## config.mk

```make
export PLATFORM = sky130hd
export DESIGN_NAME = thorDecodeTop
export DESIGN_NICKNAME = d
export VERILOG_FILES = /design/src/logic/thorDecodePkg.sv /design/src/logic/thorFetchSequencer.sv /design/src/logic/thorInstrQueue.sv /design/src/logic/thorDecodeClass.sv /design/src/logic/thorDecodeRvm.sv /design/src/logic/thorDecodeStage.sv /design/src/logic/thorDecodeTop.sv
export SDC_FILE = /design/constraint.sdc
export NUM_CORES = 1
export LEC_CHECK = 0
export ABC_AREA = 1
export BUFFER_PORTS_ARGS = -buffer_cell sky130_fd_sc_hd__buf_2
export CAP_MARGIN = 15
export CORE_MARGIN = 8
export CORE_UTILIZATION = 35
export DETAILED_ROUTE_END_ITERATION = 6
export GPL_ROUTABILITY_DRIVEN = 0
export GPL_TIMING_DRIVEN = 0
export SETUP_SLACK_MARGIN = 0.1
export SYNTH_ARGS = -nofsm -noshare
export SYNTH_HDL_FRONTEND = slang
export SYNTH_HIERARCHICAL = 1
export SYNTH_SLANG_ARGS = --single-unit
```

## constraint.sdc

```tcl
create_clock -name clk -period 5.7 [get_ports clk]
set_input_delay 0.57 -clock clk [delete_from_list [all_inputs] [get_ports clk]]
set_output_delay 0.57 -clock clk [all_outputs]
set_load 0.1 [all_outputs]
```

## src/logic/thorDecodePkg.sv

```systemverilog
package thorDecodePkg;

	// ========================================================================
	// Opcodes
	// ========================================================================

	// The opcode sits in the low seven bits of every format
	// BRA is only seen on the branch side of the fetch sequencer
	typedef enum logic [6:0] {
		R2     = 7'h02,
		R3     = 7'h03,
		ADD2R  = 7'h04,
		SUB2R  = 7'h05,
		AND2R  = 7'h08,
		OR2R   = 7'h09,
		XOR2R  = 7'h0A,
		CMP2R  = 7'h0B,
		SLT2R  = 7'h0C,
		ADDI   = 7'h14,
		ANDI   = 7'h18,
		ORI    = 7'h19,
		BRA    = 7'h20,
		LDBX   = 7'h60,
		LDWX   = 7'h61,
		LDTX   = 7'h62,
		LDOX   = 7'h63,
		STBX   = 7'h70,
		STWX   = 7'h71,
		STTX   = 7'h72,
		STOX   = 7'h73,
		NOP    = 7'h7F
	} opcode_e;

	// ========================================================================
	// Instruction formats
	// ========================================================================

	// Generic view, Rt is the target except for stores where it is the source
	typedef struct packed {
		logic [18:0] raw;
		logic        v;
		logic [4:0]  rt;
		opcode_e     opcode;
	} anyFmt_t;

	// Three register form carries the mask in bits 18..16
	typedef struct packed {
		logic [12:0] upper;
		logic [2:0]  rvm;
		logic [8:0]  lower;
		opcode_e     opcode;
	} r3Fmt_t;

	// Long immediate with vector flag, mask in bits 15..13
	typedef struct packed {
		logic [15:0] upper;
		logic [2:0]  rvm;
		logic [5:0]  lower;
		opcode_e     opcode;
	} rilvFmt_t;

	// Indexed load, mask high up in bits 28..26
	typedef struct packed {
		logic [2:0]  upper;
		logic [2:0]  rvm;
		logic [18:0] lower;
		opcode_e     opcode;
	} ldxFmt_t;

	// Indexed store, mask in bits 10..8 overlapping the source register field
	typedef struct packed {
		logic [20:0] upper;
		logic [2:0]  rvm;
		logic        lower;
		opcode_e     opcode;
	} stxFmt_t;

	typedef union packed {
		anyFmt_t  any;
		r3Fmt_t   r3;
		rilvFmt_t rilv;
		ldxFmt_t  ldx;
		stxFmt_t  stx;
	} Instruction;

	// ========================================================================
	// Pipeline records
	// ========================================================================

	typedef struct packed {
		logic isReg;
		logic isRil;
		logic isLoadX;
		logic isStoreX;
	} classFlags_t;

	// One queue slot, the word with the pc it was fetched at
	typedef struct packed {
		logic [31:0] pc;
		Instruction  ir;
	} queueEntry_t;

	typedef struct packed {
		logic [31:0] pc;
		opcode_e     opcode;
		classFlags_t flags;
		logic [4:0]  rt;
		logic [2:0]  rvm;
	} decoded_t;

endpackage

```

## src/logic/thorFetchSequencer.sv

```systemverilog
`timescale 1ns/1ps

module thorFetchSequencer #(
	parameter logic [31:0] ResetPc = 32'hFFFC0000
) (
	input  logic                        clk,
	input  logic                        arstN,
	input  logic                        instrValid,
	input  thorDecodePkg::Instruction   instrWord,
	input  logic                        branchValid,
	input  logic [31:0]                 branchTarget,
	input  logic                        full,
	output logic                        pushValid,
	output thorDecodePkg::queueEntry_t  pushEntry,
	output logic                        overflow
);

	// Program counter of the next word to arrive
	logic [31:0] pc;
	// Pc given to a word strobed this cycle
	logic [31:0] tagPc;

	// A branch in the same cycle as a word retargets that word as well
	always_comb begin
		tagPc = branchValid ? branchTarget : pc;
	end

	// ========================================================================
	// Program counter
	// ========================================================================

	always_ff @(posedge clk or negedge arstN) begin
		if (!arstN) begin
			pc <= ResetPc;
		end else if (instrValid) begin
			// Step past the word just taken
			pc <= tagPc + 32'd4;
		end else if (branchValid) begin
			pc <= branchTarget;
		end
	end

	// ========================================================================
	// Push register towards the queue
	// ========================================================================

	always_ff @(posedge clk or negedge arstN) begin
		if (!arstN) begin
			pushValid <= 1'b0;
		end else begin
			pushValid <= instrValid;
		end
	end

	// The tagged word only loads when a word actually arrives
	always_ff @(posedge clk) begin
		if (instrValid) begin
			pushEntry.pc <= tagPc;
			pushEntry.ir <= instrWord;
		end
	end

	// A push into a full queue is lost, flag it until the next reset
	always_ff @(posedge clk or negedge arstN) begin
		if (!arstN) begin
			overflow <= 1'b0;
		end else if (pushValid && full) begin
			overflow <= 1'b1;
		end
	end

endmodule

```

## src/logic/thorInstrQueue.sv

```systemverilog
`timescale 1ns/1ps

module thorInstrQueue #(
	parameter int QueueDepth = 8
) (
	input  logic                        clk,
	input  logic                        arstN,
	input  logic                        push,
	input  thorDecodePkg::queueEntry_t  pushEntry,
	input  logic                        pop,
	output thorDecodePkg::queueEntry_t  headEntry,
	output logic                        full,
	output logic                        empty
);

	import thorDecodePkg::*;

	// Index width, QueueDepth is a power of two of at least two
	localparam int IdxW = $clog2(QueueDepth);
	// Pointer increment sized to the pointers
	localparam logic [IdxW:0] PtrOne = 1;

	// ========================================================================
	// Storage
	// ========================================================================

	queueEntry_t mem [0:QueueDepth-1];

	// Pointers carry one extra wrap bit above the index
	logic [IdxW:0] wrPtr;
	logic [IdxW:0] rdPtr;
	logic          wrEn;

	// A push meeting a full queue is dropped even if a pop frees a slot
	assign wrEn = push && !full;

	always_ff @(posedge clk) begin
		if (wrEn) begin
			mem[wrPtr[IdxW-1:0]] <= pushEntry;
		end
	end

	// ========================================================================
	// Pointers
	// ========================================================================

	always_ff @(posedge clk or negedge arstN) begin
		if (!arstN) begin
			wrPtr <= '0;
		end else if (wrEn) begin
			wrPtr <= wrPtr + PtrOne;
		end
	end

	// The stage only pops when the queue holds something
	always_ff @(posedge clk or negedge arstN) begin
		if (!arstN) begin
			rdPtr <= '0;
		end else if (pop) begin
			rdPtr <= rdPtr + PtrOne;
		end
	end

	// ========================================================================
	// Status and head
	// ========================================================================

	// Same index with differing wrap bits means every slot is taken
	assign full  = (wrPtr[IdxW] != rdPtr[IdxW])
		&& (wrPtr[IdxW-1:0] == rdPtr[IdxW-1:0]);
	assign empty = (wrPtr == rdPtr);

	// Head is shown straight from the array so the stage can decode it
	// in the same cycle it pops
	assign headEntry = mem[rdPtr[IdxW-1:0]];

endmodule

```

## src/logic/thorDecodeClass.sv

```systemverilog
`timescale 1ns/1ps

module thorDecodeClass (
	input  thorDecodePkg::Instruction   ir,
	output thorDecodePkg::classFlags_t  flags
);

	import thorDecodePkg::*;

	// ========================================================================
	// Opcode groups
	// ========================================================================

	// Only the opcode matters here, every format keeps it in the same place
	always_comb begin
		flags = '0;
		case (ir.any.opcode)
			// Register forms, both the generic ones and the two register ALU ops
			R2, R3,
			ADD2R, SUB2R, AND2R, OR2R, XOR2R, CMP2R, SLT2R: begin
				flags.isReg = 1'b1;
			end
			// Register with long immediate
			ADDI, ANDI, ORI: begin
				flags.isRil = 1'b1;
			end
			// Indexed loads of all four sizes
			LDBX, LDWX, LDTX, LDOX: begin
				flags.isLoadX = 1'b1;
			end
			// Indexed stores of all four sizes
			STBX, STWX, STTX, STOX: begin
				flags.isStoreX = 1'b1;
			end
			default: begin
				flags = '0;
			end
		endcase
	end

endmodule

```

## src/logic/thorDecodeRvm.sv

```systemverilog
`timescale 1ns/1ps

module thorDecodeRvm (
	input  thorDecodePkg::Instruction   ir,
	input  thorDecodePkg::classFlags_t  flags,
	output logic [2:0]                  rvm
);

	import thorDecodePkg::*;

	// Set for the two generic register forms within the register group
	logic isGenericReg;

	assign isGenericReg = (ir.any.opcode == R2) || (ir.any.opcode == R3);

	// ========================================================================
	// Mask field select
	// ========================================================================

	// The mask register moves around the word with the format, so each
	// group reads it through its own view of the word
	always_comb begin
		if (flags.isReg) begin
			if (isGenericReg) begin
				rvm = ir.r3.rvm;
			end else begin
				// Two register ALU ops keep it in the top three bits
				rvm = ir.any[31:29];
			end
		end else if (flags.isRil && ir.any.v) begin
			// Long immediates only carry a mask when the vector flag is set
			rvm = ir.rilv.rvm;
		end else if (flags.isLoadX) begin
			rvm = ir.ldx.rvm;
		end else if (flags.isStoreX) begin
			rvm = ir.stx.rvm;
		end else begin
			// No mask, element zero selects all lanes
			rvm = 3'd0;
		end
	end

endmodule

```

## src/logic/thorDecodeStage.sv

```systemverilog
`timescale 1ns/1ps

module thorDecodeStage (
	input  logic                        clk,
	input  logic                        arstN,
	input  thorDecodePkg::queueEntry_t  headEntry,
	input  logic                        empty,
	input  logic                        hold,
	output logic                        pop,
	output logic                        decValid,
	output thorDecodePkg::decoded_t     decOut
);

	import thorDecodePkg::*;

	// Class of the head word
	classFlags_t flags;
	// Mask register field of the head word
	logic [2:0]  rvm;
	// Target register, zero when the word writes nothing
	logic [4:0]  rt;
	// Record assembled from the head word before it is registered
	decoded_t    nextRec;

	// ========================================================================
	// Field decoders
	// ========================================================================

	thorDecodeClass uClass (
		.ir    (headEntry.ir),
		.flags (flags)
	);

	// The mask selector reuses the class flags from above
	thorDecodeRvm uRvm (
		.ir    (headEntry.ir),
		.flags (flags),
		.rvm   (rvm)
	);

	// Stores use the Rt slot for their source, NOP has no destination
	always_comb begin
		if (flags.isStoreX || (headEntry.ir.any.opcode == NOP)) begin
			rt = 5'd0;
		end else begin
			rt = headEntry.ir.any.rt;
		end
	end

	always_comb begin
		nextRec.pc     = headEntry.pc;
		nextRec.opcode = headEntry.ir.any.opcode;
		nextRec.flags  = flags;
		nextRec.rt     = rt;
		nextRec.rvm    = rvm;
	end

	// ========================================================================
	// Pop and output register
	// ========================================================================

	// Take the head whenever there is one and downstream is not stalled
	assign pop = !empty && !hold;

	// One pulse per popped word
	always_ff @(posedge clk or negedge arstN) begin
		if (!arstN) begin
			decValid <= 1'b0;
		end else begin
			decValid <= pop;
		end
	end

	// Record holds its last value between pops
	always_ff @(posedge clk) begin
		if (pop) begin
			decOut <= nextRec;
		end
	end

endmodule

```

## src/logic/thorDecodeTop.sv

```systemverilog
`timescale 1ns/1ps

module thorDecodeTop #(
	parameter int          QueueDepth = 8,
	parameter logic [31:0] ResetPc    = 32'hFFFC0000
) (
	input  logic                       clk,
	input  logic                       arstN,
	input  logic                       instrValid,
	input  thorDecodePkg::Instruction  instrWord,
	input  logic                       branchValid,
	input  logic [31:0]                branchTarget,
	input  logic                       hold,
	output logic                       decValid,
	output thorDecodePkg::decoded_t    decOut,
	output logic                       overflow
);

	import thorDecodePkg::*;

	// ========================================================================
	// Fetch to queue to decode
	// ========================================================================

	logic        pushValid;
	queueEntry_t pushEntry;
	logic        full;
	logic        empty;
	queueEntry_t headEntry;
	logic        pop;

	thorFetchSequencer #(
		.ResetPc (ResetPc)
	) uFetch (
		.clk          (clk),
		.arstN        (arstN),
		.instrValid   (instrValid),
		.instrWord    (instrWord),
		.branchValid  (branchValid),
		.branchTarget (branchTarget),
		.full         (full),
		.pushValid    (pushValid),
		.pushEntry    (pushEntry),
		.overflow     (overflow)
	);

	thorInstrQueue #(
		.QueueDepth (QueueDepth)
	) uQueue (
		.clk       (clk),
		.arstN     (arstN),
		.push      (pushValid),
		.pushEntry (pushEntry),
		.pop       (pop),
		.headEntry (headEntry),
		.full      (full),
		.empty     (empty)
	);

	thorDecodeStage uDecode (
		.clk       (clk),
		.arstN     (arstN),
		.headEntry (headEntry),
		.empty     (empty),
		.hold      (hold),
		.pop       (pop),
		.decValid  (decValid),
		.decOut    (decOut)
	);

endmodule

```

==> summary.txt <==
Run status
  – Status: finished, final reports clean

Synthesis
  – Syn Area/Cell: 12.7 um^2
  – Synthesized area: 24400 um^2
  – Cells after Synth: 1929
  – Yosys warns: 6
  – Syn Nets: 2001

Floorplan
  – FP Rows: 97
  – # IOs: 122
  – Core footprint: 69500 um^2
  – Starting density of the core: 0.351
  – DIE WIDTH: 280 um
  – Die footprint: 78500 um^2
  – Chip Height: 280 um

STA
  – Setup TNS: 0 ps
  – RSZ-0062 raised after global routing: false
  – Slew @ Worst Pin: 937 ps
  – Final setup viols: 0
  – Clock Skew: 16.2 ps
  – Final hold viol count: 0
  – Worst slew margin relative to its limit: 0.375
  – Fmax: 307 MHz
  – Final Cycle Share: 0.572
  – Fin crit period: 3260 ps
  – Fin. max-slew vios: 0
  – Worst setup margin: 2440 ps

Clock tree
  – CTS root buffer: clkbuf_16
  – Clk sinks: 607
  – Clock transition at the registers of the reported paths: 60 ps
  – Cts bufs inserted: 60
  – Post-CTS Setup Bufs: 0
  – Htree depth: 2
  – CTS Buffer Depth: 3
  – Skew-Pair Late Insertion Delay: 620 ps
  – CTS tree: built

Critical path
  – CP top delay family: simple AND/OR/NAND/NOR gates
  – Crit path capture type: flip-flop
  – CP Cell Sequence: inv_2 -> buf_4 -> clkbuf_1 -> o21ai_0 -> o22ai_1 -> nand2_1 -> nand2_1 -> inv_1 -> nand2_1 -> nand3_1 -> nor2_1 -> nand2_1 -> nor2_1 -> nor2_1 -> o21ai_1 -> nand2_1
  – Setup CP Type: reg -> reg
  – Max stage delay on crit path: 470 ps
  – Worst Setup SP: uQueue/rdPtr[1]$_DFFE_PN0P_
  – Reg2Reg Launch Point: uQueue/rdPtr[1]$_DFFE_PN0P_
  – CP Launch Type: flip-flop
  – Slowest cell on the critical path: dfrtp_1
  – CP dominant cell by count: nand2_1
  – WP data required: 6060 ps
  – Crit path buffers/inverters: 4
  – CP max FO: 10
  – Worst EP arrival: 3620 ps

Finish
  – Post-route cell area: 28700 um^2
  – Most frequent cells in the layout: 564 x edfxtp_1, 361 x nand2_1, 279 x nor2_1
  – Share of cells above drive strength 1: 0.182
  – Layout Cells excl Fill: 3116
  – Most common cell after layout, fill and taps aside: edfxtp_1
  – Final net count: 2197
  – Antenna cells: 0
  – Area growth syn-to-layout: 17.3%

Detailed routing
  – DRC: 0
  – Wire length per cell: 20.0 um
  – First drt pass iteration count: 6
  – Final wirelength: 62.4 mm
  – 1st-iter DRT viols: 1470
  – Via density: 4.95
  – Detailed-route via count: 15422
  – Final ANT Viol Nets: 0

Global routing
  – Largest net degree at the start of global routing: 61
  – Total gr overflow: 0
  – Number of global-route vias before repair: 15479
  – Initial antenna violation count: 1
  – Gr usage total: 0.155
  – First-pass GRT wire length: 93.2 mm

Place
  – Pre-CTS setup slack: 2490 ps
  – Area after DPL: 26700 um^2
  – Number of port buffers: 113
  – Detailed placer's ending HPWL: 40.4 mm
  – Placed cells: 3002

Power
  – VDD IR-drop max: 361 uV
  – Pwr/cell area: 563 nW/um^2
  – Leak Pwr: 10.3 nW

Hold path
  – Hold Crit Class: in -> reg
  – Min-delay src: instrWord[10]

Flow run
  – Max-cap violations: 0
-- worst register-to-register path: stages, from the launching register on --
cell and delay [ps]:
dfrtp_1 470, inv_2 100, buf_4 250, clkbuf_1 480, o21ai_0 170, o22ai_1 240, nand2_1 90, nand2_1 310
inv_1 90, nand2_1 90, nand3_1 80, nor2_1 160, nand2_1 170, nor2_1 130, nor2_1 40, o21ai_1 90
nand2_1 60
-- repair_timing --
| item | 4_1_cts | 5_1_grt |
|---|---|---|
| hold buffers | 1 | 0 |
| hold endpoints to repair | 9 | 0 |
| setup endpoints to repair | 0 | 0 |
| resized for setup | 0 | 0 |
-- sequential cells by signal, summed over array words and instances, names as in the netlist --
register          cells
uDecode/decValid      1
uQueue/rdPtr          4
uDecode/decOut       51
uFetch/pushEntry     57
uFetch/pushValid      1
uFetch/pc            32
uFetch/overflow       1
uQueue/mem          456
uQueue/wrPtr          4
-- power breakdown --
part	internal, mW	switching (mW)	leakage (nW)	total, mW
clock	2.24	1.65	0.955	3.89
sequential	5.82	0.277	5.71	6.10
combinational	1.52	4.64	3.62	6.16
total	9.59	6.57	10.3	16.2
-- through the flow --
stage | power (mW) | hold slack [ps] | utilization
3_3_place_gp | 12.2 | 482 | 0.376
2_1_floorplan | 10.4 | 274 | -
3_5_place_dp | 12.4 | 501 | 0.384
5_1_grt | 16.9 | 107 | 0.412
6_report | 16.2 | 128 | 0.412
4_1_cts | 16.3 | 85.3 | 0.412
-- routing by layer --
metal  share of wire  GRT usage
met1            0.42      0.205
met5               0          0
met4           0.024     0.0458
met3           0.068     0.0239
met2            0.49      0.263
-- worst paths after layout --
check	end	cells past startpoint	slack, ps
worst max-delay path	uDecode/decOut[2]$_DFFE_PP_	16	2440
worst min-delay path	uFetch/pushEntry[10]$_DFFE_PP_	1	130
worst max register to register	uDecode/decOut[2]$_DFFE_PP_	16	2440
worst min register to register	uFetch/pc[1]$_DFF_PN0_	2	530
max in group asynchronous	uFetch/pc[28]$_DFF_PN1_	3	4700
min in group asynchronous	uFetch/pc[7]$_DFF_PN0_	2	400
-- final cells by class --
type	instances	area (um^2)
buffer	109	751
tap	940	1180
fill	6400	40900
clock inverter	36	325
clock buffer	77	1630
sequential	607	18000
inverter	66	263
multi-input combinational	1147	5460
timing repair buffer	134	1050
(Power assumes the default switching activity.)
